--- config.mk ---
export PLATFORM = sky130hd
export DESIGN_NAME = dualExecute
export DESIGN_NICKNAME = d
export VERILOG_FILES = /design/src/rvIsaPkg.sv /design/src/execPipePkg.sv /design/src/alu.sv /design/src/branchUnit.sv /design/src/executeLane.sv /design/src/issueStage.sv /design/src/retireStage.sv /design/src/dualExecute.sv
export SDC_FILE = /design/constraint.sdc
export NUM_CORES = 2
export LEC_CHECK = 0
export BUFFER_PORTS_ARGS = -buffer_cell sky130_fd_sc_hd__clkbuf_2
export CORE_ASPECT_RATIO = 0.8
export CORE_UTILIZATION = 40
export DETAILED_ROUTE_END_ITERATION = 8
export HOLD_SLACK_MARGIN = 0.12
export PLACE_DENSITY = 0.66
export SETUP_SLACK_MARGIN = 0.3
export SLEW_MARGIN = 20
export SYNTH_ARGS = -nofsm -noshare
export SYNTH_HDL_FRONTEND = slang
export SYNTH_SLANG_ARGS = --single-unit
--- constraint.sdc ---
create_clock -name clk -period 7.02 [get_ports clk]
set_input_delay 0.702 -clock clk [delete_from_list [all_inputs] [get_ports clk]]
set_output_delay 0.702 -clock clk [all_outputs]
set_load 0.02 [all_outputs]
--- src/rvIsaPkg.sv ---
package rvIsaPkg;

    localparam int XLen     = 32;
    localparam int RegAddrW = 5;

    typedef enum logic [3:0] {
        aluAdd   = 4'd0,
        aluSub   = 4'd1,
        aluAnd   = 4'd2,
        aluOr    = 4'd3,
        aluXor   = 4'd4,
        aluSll   = 4'd5,
        aluSrl   = 4'd6,
        aluSra   = 4'd7,
        aluSlt   = 4'd8,
        aluSltu  = 4'd9,
        aluPassB = 4'd10   // lui path
    } aluOpT;

    // Same values as funct3 of the B-type opcode
    typedef enum logic [2:0] {
        brEq  = 3'b000,
        brNe  = 3'b001,
        brLt  = 3'b100,
        brGe  = 3'b101,
        brLtu = 3'b110,
        brGeu = 3'b111
    } branchCondT;

    typedef enum logic [1:0] {
        jmpNone = 2'd0,
        jmpJal  = 2'd1,
        jmpJalr = 2'd2
    } jumpKindT;

    typedef enum logic [1:0] {
        pcSrcSeq = 2'd0,   // pc + 4
        pcSrcRel = 2'd1,   // pc + imm
        pcSrcAlu = 2'd2    // ALU result with bit 0 cleared
    } pcSrcT;

endpackage

--- src/execPipePkg.sv ---
package execPipePkg;

    import rvIsaPkg::*;

    localparam int NumLanes = 2;

    typedef enum logic [2:0] {
        fwdRegFile = 3'b000,
        fwdOwnW    = 3'b001,
        fwdOwnM    = 3'b010,
        fwdOtherM  = 3'b011,
        fwdOtherW  = 3'b100
    } fwdSelT;

    typedef struct packed {
        jumpKindT   jump;
        logic       branch;
        branchCondT branchCond;
        aluOpT      aluOp;
        logic       srcAIsPc;
        logic       srcBIsImm;
    } execCtrlT;

    typedef struct packed {
        logic                valid;
        execCtrlT            ctrl;
        logic [RegAddrW-1:0] rs1;
        logic [RegAddrW-1:0] rs2;
        logic [RegAddrW-1:0] rd;
        logic [XLen-1:0]     pc;
        logic [XLen-1:0]     imm;
    } issueSlotT;

    typedef struct packed {
        logic                valid;
        execCtrlT            ctrl;
        logic [RegAddrW-1:0] rd;
        logic [XLen-1:0]     pc;
        logic [XLen-1:0]     imm;
        logic [XLen-1:0]     rs1Val;
        logic [XLen-1:0]     rs2Val;
        fwdSelT              fwdA;
        fwdSelT              fwdB;
    } execSlotT;

    typedef struct packed {
        logic                valid;
        logic                lane;       // Trace only
        logic [RegAddrW-1:0] rd;
        logic [XLen-1:0]     value;
        pcSrcT               pcSrc;
        logic [XLen-1:0]     target;
        logic [XLen-1:0]     storeData;
    } laneResultT;

    typedef struct packed {
        logic [XLen-1:0] mVal;
        logic [XLen-1:0] wVal;
    } bypassT;

    typedef struct packed {
        logic                en;
        logic [RegAddrW-1:0] rd;
        logic [XLen-1:0]     value;
    } wbPortT;

    typedef struct packed {
        logic                valid;
        logic [RegAddrW-1:0] rd;
    } destT;

endpackage

--- src/alu.sv ---
module alu (
    input  logic [rvIsaPkg::XLen-1:0] srcA,
    input  logic [rvIsaPkg::XLen-1:0] srcB,
    input  rvIsaPkg::aluOpT           aluOp,
    output logic [rvIsaPkg::XLen-1:0] result,
    output logic                      zero
);
    import rvIsaPkg::*;

    logic [4:0] shamt;

    assign shamt = srcB[4:0];

    always_comb begin
        case (aluOp)
            aluAdd:   result = srcA + srcB;
            aluSub:   result = srcA - srcB;
            aluAnd:   result = srcA & srcB;
            aluOr:    result = srcA | srcB;
            aluXor:   result = srcA ^ srcB;
            aluSll:   result = srcA << shamt;
            aluSrl:   result = srcA >> shamt;
            aluSra:   result = $signed(srcA) >>> shamt;
            aluSlt:   result = {{(XLen-1){1'b0}}, $signed(srcA) < $signed(srcB)};
            aluSltu:  result = {{(XLen-1){1'b0}}, srcA < srcB};
            aluPassB: result = srcB;
            default:  result = '0;
        endcase
    end

    // Branches compare through sub or slt, then test this flag
    assign zero = (result == '0);

endmodule

--- src/branchUnit.sv ---
module branchUnit (
    input  rvIsaPkg::jumpKindT   jump,
    input  logic                 branch,
    input  rvIsaPkg::branchCondT branchCond,
    input  logic                 zero,
    output rvIsaPkg::pcSrcT      pcSrc
);
    import rvIsaPkg::*;

    logic taken;

    always_comb begin
        case (branchCond)
            brEq:    taken = zero;    // sub
            brNe:    taken = !zero;
            brLt:    taken = !zero;   // slt gave 1
            brGe:    taken = zero;
            brLtu:   taken = !zero;   // sltu gave 1
            brGeu:   taken = zero;
            default: taken = 1'b0;
        endcase
    end

    always_comb begin
        if (jump == jmpJal) begin
            pcSrc = pcSrcRel;
        end else if (jump == jmpJalr) begin
            pcSrc = pcSrcAlu;
        end else if (branch && taken) begin
            pcSrc = pcSrcRel;
        end else begin
            pcSrc = pcSrcSeq;
        end
    end

endmodule

--- src/executeLane.sv ---
module executeLane (
    input  logic                    lane,
    input  execPipePkg::execSlotT   slot,
    input  execPipePkg::bypassT     ownBypass,
    input  execPipePkg::bypassT     otherBypass,
    output execPipePkg::laneResultT result
);
    import rvIsaPkg::*;
    import execPipePkg::*;

    logic [XLen-1:0] opA;
    logic [XLen-1:0] opB;
    logic [XLen-1:0] srcA;
    logic [XLen-1:0] srcB;
    logic [XLen-1:0] aluResult;
    logic            zero;
    pcSrcT           pcSrc;

    function automatic logic [XLen-1:0] forwardOp(
        input fwdSelT          sel,
        input logic [XLen-1:0] regVal
    );
        case (sel)
            fwdOwnW:   return ownBypass.wVal;
            fwdOwnM:   return ownBypass.mVal;
            fwdOtherM: return otherBypass.mVal;
            fwdOtherW: return otherBypass.wVal;
            default:   return regVal;
        endcase
    endfunction

    always_comb begin
        opA  = forwardOp(slot.fwdA, slot.rs1Val);
        opB  = forwardOp(slot.fwdB, slot.rs2Val);
        srcA = slot.ctrl.srcAIsPc ? slot.pc : opA;    // auipc, jal
        srcB = slot.ctrl.srcBIsImm ? slot.imm : opB;
    end

    alu aluInst (
        .srcA   (srcA),
        .srcB   (srcB),
        .aluOp  (slot.ctrl.aluOp),
        .result (aluResult),
        .zero   (zero)
    );

    branchUnit branchInst (
        .jump       (slot.ctrl.jump),
        .branch     (slot.ctrl.branch),
        .branchCond (slot.ctrl.branchCond),
        .zero       (zero),
        .pcSrc      (pcSrc)
    );

    always_comb begin
        result.valid     = slot.valid;
        result.lane      = lane;
        result.rd        = slot.rd;
        result.value     = (slot.ctrl.jump != jmpNone) ? slot.pc + XLen'(4) : aluResult;
        result.pcSrc     = pcSrc;
        result.target    = (pcSrc == pcSrcAlu) ? {aluResult[XLen-1:1], 1'b0}
                                               : slot.pc + slot.imm;
        result.storeData = opB;   // Forwarded rs2
    end

endmodule

--- src/issueStage.sv ---
module issueStage (
    input  logic                   clk,
    input  logic                   rstN,
    input  execPipePkg::issueSlotT issuePair [execPipePkg::NumLanes],
    input  logic                   redirect,
    input  execPipePkg::wbPortT    wbPort [execPipePkg::NumLanes],
    input  execPipePkg::destT      mDest [execPipePkg::NumLanes],
    output execPipePkg::execSlotT  execSlot [execPipePkg::NumLanes]
);
    import rvIsaPkg::*;
    import execPipePkg::*;

    logic [XLen-1:0] regFile [2**RegAddrW];
    execSlotT        execNext [NumLanes];

    function automatic logic [XLen-1:0] readReg(input logic [RegAddrW-1:0] addr);
        logic [XLen-1:0] val;
        val = regFile[addr];
        for (int w = 0; w < NumLanes; w++) begin
            if (wbPort[w].en && wbPort[w].rd == addr) begin
                val = wbPort[w].value;   // Write-through with lane 1 last
            end
        end
        if (addr == '0) begin
            val = '0;
        end
        return val;
    endfunction

    // Producers in execute now sit in memory when the consumer executes;
    // those in memory now sit in writeback. Later matches take priority.
    function automatic fwdSelT pickFwd(input logic [RegAddrW-1:0] src, input int lane);
        fwdSelT sel;
        sel = fwdRegFile;
        if (src != '0) begin
            for (int p = 0; p < NumLanes; p++) begin
                if (mDest[p].valid && mDest[p].rd == src) begin
                    sel = (p == lane) ? fwdOwnW : fwdOtherW;
                end
            end
            for (int p = 0; p < NumLanes; p++) begin
                if (execSlot[p].valid && execSlot[p].rd == src) begin
                    sel = (p == lane) ? fwdOwnM : fwdOtherM;
                end
            end
        end
        return sel;
    endfunction

    always_comb begin
        for (int l = 0; l < NumLanes; l++) begin
            execNext[l].valid  = issuePair[l].valid && !redirect;   // Wrong path
            execNext[l].ctrl   = issuePair[l].ctrl;
            execNext[l].rd     = issuePair[l].rd;
            execNext[l].pc     = issuePair[l].pc;
            execNext[l].imm    = issuePair[l].imm;
            execNext[l].rs1Val = readReg(issuePair[l].rs1);
            execNext[l].rs2Val = readReg(issuePair[l].rs2);
            execNext[l].fwdA   = pickFwd(issuePair[l].rs1, l);
            execNext[l].fwdB   = pickFwd(issuePair[l].rs2, l);
        end
    end

    always_ff @(posedge clk) begin
        for (int w = 0; w < NumLanes; w++) begin
            if (wbPort[w].en && wbPort[w].rd != '0) begin
                regFile[wbPort[w].rd] <= wbPort[w].value;   // Lane 1 wins on same rd
            end
        end
    end

    always_ff @(posedge clk or negedge rstN) begin
        if (!rstN) begin
            for (int l = 0; l < NumLanes; l++) begin
                execSlot[l] <= '0;
            end
        end else begin
            for (int l = 0; l < NumLanes; l++) begin
                execSlot[l] <= execNext[l];
            end
        end
    end

endmodule

--- src/retireStage.sv ---
module retireStage (
    input  logic                              clk,
    input  logic                              rstN,
    input  execPipePkg::laneResultT           laneResult [execPipePkg::NumLanes],
    output execPipePkg::bypassT               bypass [execPipePkg::NumLanes],
    output logic                              redirect,
    output logic [rvIsaPkg::XLen-1:0]         redirectPc,
    output execPipePkg::wbPortT               wbPort [execPipePkg::NumLanes],
    output logic [rvIsaPkg::XLen-1:0]         storeData [execPipePkg::NumLanes],
    output execPipePkg::destT                 mDest [execPipePkg::NumLanes]
);
    import rvIsaPkg::*;
    import execPipePkg::*;

    laneResultT memNext [NumLanes];
    laneResultT memQ [NumLanes];
    laneResultT wbQ [NumLanes];
    logic       olderTaken;

    // Squash on entry to memory
    always_comb begin
        olderTaken = 1'b0;
        for (int l = 0; l < NumLanes; l++) begin
            memNext[l]       = laneResult[l];
            memNext[l].valid = laneResult[l].valid && !redirect && !olderTaken;
            olderTaken       = olderTaken || (memNext[l].valid && laneResult[l].pcSrc != pcSrcSeq);
        end
    end

    // Oldest taken lane in memory owns the redirect
    always_comb begin
        redirect   = 1'b0;
        redirectPc = memQ[0].target;
        for (int l = 0; l < NumLanes; l++) begin
            if (!redirect && memQ[l].valid && memQ[l].pcSrc != pcSrcSeq) begin
                redirect   = 1'b1;
                redirectPc = memQ[l].target;
            end
        end
    end

    always_ff @(posedge clk or negedge rstN) begin
        if (!rstN) begin
            for (int l = 0; l < NumLanes; l++) begin
                memQ[l] <= '0;
                wbQ[l]  <= '0;
            end
        end else begin
            for (int l = 0; l < NumLanes; l++) begin
                memQ[l] <= memNext[l];
                wbQ[l]  <= memQ[l];
            end
        end
    end

    always_comb begin
        for (int l = 0; l < NumLanes; l++) begin
            bypass[l].mVal  = memQ[l].value;
            bypass[l].wVal  = wbQ[l].value;
            wbPort[l].en    = wbQ[l].valid;
            wbPort[l].rd    = wbQ[l].rd;
            wbPort[l].value = wbQ[l].value;
            storeData[l]    = memQ[l].storeData;
            mDest[l].valid  = memQ[l].valid;
            mDest[l].rd     = memQ[l].rd;
        end
    end

endmodule

--- src/dualExecute.sv ---
module dualExecute (
    input  logic                      clk,
    input  logic                      rstN,
    input  execPipePkg::issueSlotT    issuePair [execPipePkg::NumLanes],
    output logic                      redirect,
    output logic [rvIsaPkg::XLen-1:0] redirectPc,
    output execPipePkg::wbPortT       wbPort [execPipePkg::NumLanes],
    output logic [rvIsaPkg::XLen-1:0] storeData [execPipePkg::NumLanes]
);
    import execPipePkg::*;

    execSlotT   execSlot [NumLanes];
    laneResultT laneResult [NumLanes];
    bypassT     bypass [NumLanes];
    destT       mDest [NumLanes];

    issueStage issueInst (
        .clk       (clk),
        .rstN      (rstN),
        .issuePair (issuePair),
        .redirect  (redirect),
        .wbPort    (wbPort),
        .mDest     (mDest),
        .execSlot  (execSlot)
    );

    for (genvar i = 0; i < NumLanes; i++) begin : genLane
        executeLane laneInst (
            .lane        (1'(i)),
            .slot        (execSlot[i]),
            .ownBypass   (bypass[i]),
            .otherBypass (bypass[NumLanes-1-i]),
            .result      (laneResult[i])
        );
    end

    retireStage retireInst (
        .clk        (clk),
        .rstN       (rstN),
        .laneResult (laneResult),
        .bypass     (bypass),
        .redirect   (redirect),
        .redirectPc (redirectPc),
        .wbPort     (wbPort),
        .storeData  (storeData),
        .mDest      (mDest)
    );

endmodule

==> flow_metrics.env <==
export IMPL_area_growth_pct=14.3
export IMPL_place_congestion=1.06
export IMPL_period_minus_slack_ns=6.70
export IMPL_synth_yosys_seq_area_share_pct=36.3
export IMPL_worstMarginPinSlew_ns=1.32
export IMPL_routed_via_density=7.18
export IMPL_dp_slack_ns=-0.557
export IMPL_synth_most_common_cell="mux4_2"
export IMPL_rsz0062_at_grt="true"
export IMPL_p_leak_nw=52.5
export IMPL_drt_initial_drc_count=18400
export IMPL_ys_warn_count=0
export IMPL_fmax_mhz=149
export IMPL_crit_path_top_delay_cell="or4_4"
export IMPL_slew_viol_final=0
export IMPL_worst_slack_ns=0.325
export IMPL_dp_cells=14500
export IMPL_required_ns=7.76
export IMPL_synth_top_area_cell="edfxtp_1"
export IMPL_switchingPower_mw=12.6
export IMPL_power_density_nw_per_um2=233
export IMPL_die_y_um=503
export IMPL_io_pins=359
export IMPL_core_area_um2=311000
export IMPL_status="finished clean"
export IMPL_hold_start="issuePair[183]"
export IMPL_pwr_share_clk_pct=30.0
export IMPL_clock_sinks=1612
export IMPL_setup_viol=0
export IMPL_synth_top_cell_area_share_pct=24.5
export IMPL_crit_path_start_kind="flop"
export IMPL_peakVddDrop_v=0.000224
export IMPL_slew_headroom_pct=12.1
export IMPL_cts_buffer_depth=4
export IMPL_swShare_pct=37.8
export IMPL_hpwl_um=459000
export IMPL_end_kind="flop"
export IMPL_ant_nets=0
export IMPL_route_vias_total=108000
export IMPL_netlist_instances=10300
export IMPL_synthTopCellsByArea="edfxtp_1, mux4_2, dfrtp_1"
export IMPL_wirelength_um=661000
export IMPL_firstDrtPassIters=9
export IMPL_clkTransAtPathRegs_ns=0.07
export IMPL_critPathTopFamily="compound AO/OA/AOI/OAI gates"
export IMPL_portBuffers=358
export IMPL_syn_avg_cell_area_um2=12.1
export IMPL_power_internal_mw=20.8
export IMPL_grt_pass1_wl_um=891000
export IMPL_r2r_cells=27
export IMPL_hold_class="in -> reg"
export IMPL_power_frac_comb_pct=35.0
export IMPL_hold_violations=0
export IMPL_r2r_slack_ns=0.32
export IMPL_synth_top_cells_by_count="mux4_2, mux2_2, edfxtp_1"
export IMPL_nets=11200
export IMPL_tns_ns=0
export IMPL_synth_top_flop_cell="edfxtp_1"
export IMPL_grt_usage_pct=41.0
export IMPL_grt_pass1_vias=104000
export IMPL_path_max_fanout=11
export IMPL_htreeDepth=4
export IMPL_grt_overflow=0
export IMPL_grt_max_degree=132
export IMPL_start_util_pct=40.3
export IMPL_finClkSkew_ns=0.136
export IMPL_cts_tree="yes"
export IMPL_worstHoldEndpoint="issueInst.execSlot[303]$_DFF_PN0_"
export IMPL_die_w_um=628
export IMPL_antenna_found_initial=46
export IMPL_reg2reg_to="retireInst.memQ[64]$_DFF_PN0_"
export IMPL_die_area_um2=316000
export IMPL_total_power_mw=33.4
export IMPL_maxCapViolCount=0
export IMPL_root_buffer="clkbuf_16"
export IMPL_crit_top_cell="buf_4"
export IMPL_fin_cells=15100
export IMPL_clk_latency_ns=0.98
export IMPL_min_period_over_period_pct=95.4
export IMPL_drive_gt1_share_pct=38.3
export IMPL_synth_edf_count=1024
export IMPL_cp_data_arrival_time_ns=7.43
export IMPL_detail_route_wl_per_cell_um=43.9
export IMPL_r2r_start="issueInst.execSlot[0]$_DFF_PN0_"
export IMPL_synth_seq_cells=1612
export IMPL_crit_type="reg -> reg"
export IMPL_hold_depth=2
export IMPL_cp_buffers_inverters=6
export IMPL_syn_area_um2=125000
export IMPL_p_seq_share_pct=35.0
export IMPL_synthArstFlopShare_pct=36.5
export IMPL_synth_cell_types=104
export IMPL_max_stage_delay_ns=0.63
export IMPL_cts_buffers=184
export IMPL_drc=0
export IMPL_rows=183
export IMPL_hold_ws_ns=0.175
[cell families after synthesis]
kind of cell,count (synthesis),share of synthesized area (%)
AOI/OAI and AO/OA,2103,11.1
xor gates and xnor gates,259,1.81
adders and majority gates,268,2.71
buffers and inverters,1528,5.09
DFF,1612,36.3
muxes,2798,36.5
other,1,0.00299
and+or+nand+nor,1779,6.53
[cell type report]
cell class / count / area (µm²)
sequential: 1612 / 45500
clock inverter: 99 / 1030
fill: 27800 / 168000
clock buffer: 231 / 4940
inverter: 283 / 1060
antenna: 31 / 77.6
multi-input combinational: 7239 / 75000
tap: 4162 / 5210
timing repair buffer: 1397 / 10400
[flip-flops by register name (all words and copies together) (netlist names)]
signal,flops
retireInst.memQ,68
retireInst.storeData,64
retireInst.bypass,128
issueInst.execSlot,304
retireInst.wbPort,12
issueInst.regFile,1024
retireInst.mDest,12
[power by group through the flow]
| stage | registers [mW] | logic (mW) | clock network, mW |
|---|---|---|---|
| CTS | 11.6 | 11.2 | 10.1 |
| floorplan | 11.2 | 6.40 | 0 |
| global placement | 11.8 | 11.0 | 0 |
| global route | 11.6 | 12.0 | 10.4 |
| finish | 11.7 | 11.7 | 10.0 |
| detailed placement | 11.8 | 11.0 | 0 |
[worst max path at each step]
stage	start	end	slack [ns]	cells past startpoint
floorplan	issueInst.execSlot[153]$_DFF_PN0_	retireInst.memQ[169]$_DFF_PN0_	0.36	25
global placement	issueInst.execSlot[152]$_DFF_PN0_	retireInst.memQ[169]$_DFF_PN0_	-1.0	28
detailed placement	issueInst.execSlot[152]$_DFF_PN0_	retireInst.memQ[169]$_DFF_PN0_	-0.56	28
CTS	issueInst.execSlot[152]$_DFF_PN0_	retireInst.memQ[169]$_DFF_PN0_	0.29	28
global route	issueInst.execSlot[155]$_DFF_PN0_	retireInst.memQ[169]$_DFF_PN0_	0.28	27
finish	issueInst.execSlot[0]$_DFF_PN0_	retireInst.memQ[64]$_DFF_PN0_	0.32	27
[stage by stage]
stage          area, µm²  util, %
2_1_floorplan     125000        -
3_3_place_gp      135000     43.3
3_5_place_dp      135000     43.3
4_1_cts           143000     45.8
5_1_grt           143000     46.0
6_report          143000     46.0
[what timing repair did]
item,4_1_cts,5_1_grt
buffers inserted,2,13
pin swaps,5,22
endpoints found under the setup margin,6,4
hold endpoints to repair,243,0
gates cloned,0,0
resized for setup,47,96
hold buffers,163,0
[layer usage]
metal / global-route usage (%) / part of all wire, % / up-vias
li1: - / - / 41400
met1: 52.7 / 37 / 54800
met2: 57.9 / 41 / 9558
met3: 16.2 / 14 / 2205
met4: 24.7 / 7.6 / 34
met5: 0.197 / 0.043 / -
[placed cells by master, fill, tap and decap left out, drive strengths merged, types with 86 or more instances in the layout]
cell type and count:
mux4 1308, mux2 1056, edfxtp 1024, buf 897
nor2 768, dfrtp 588, clkbuf 568, a21oi 565
mux2i 434, nand2 377, o21ai 364, inv 280
ha 261, o22ai 217, a211oi 195, dlygate4sd3 163
xor2 135, xnor2 124, nor3 123, nand2b 109
nand3 86
(Power assumes the default switching activity.)
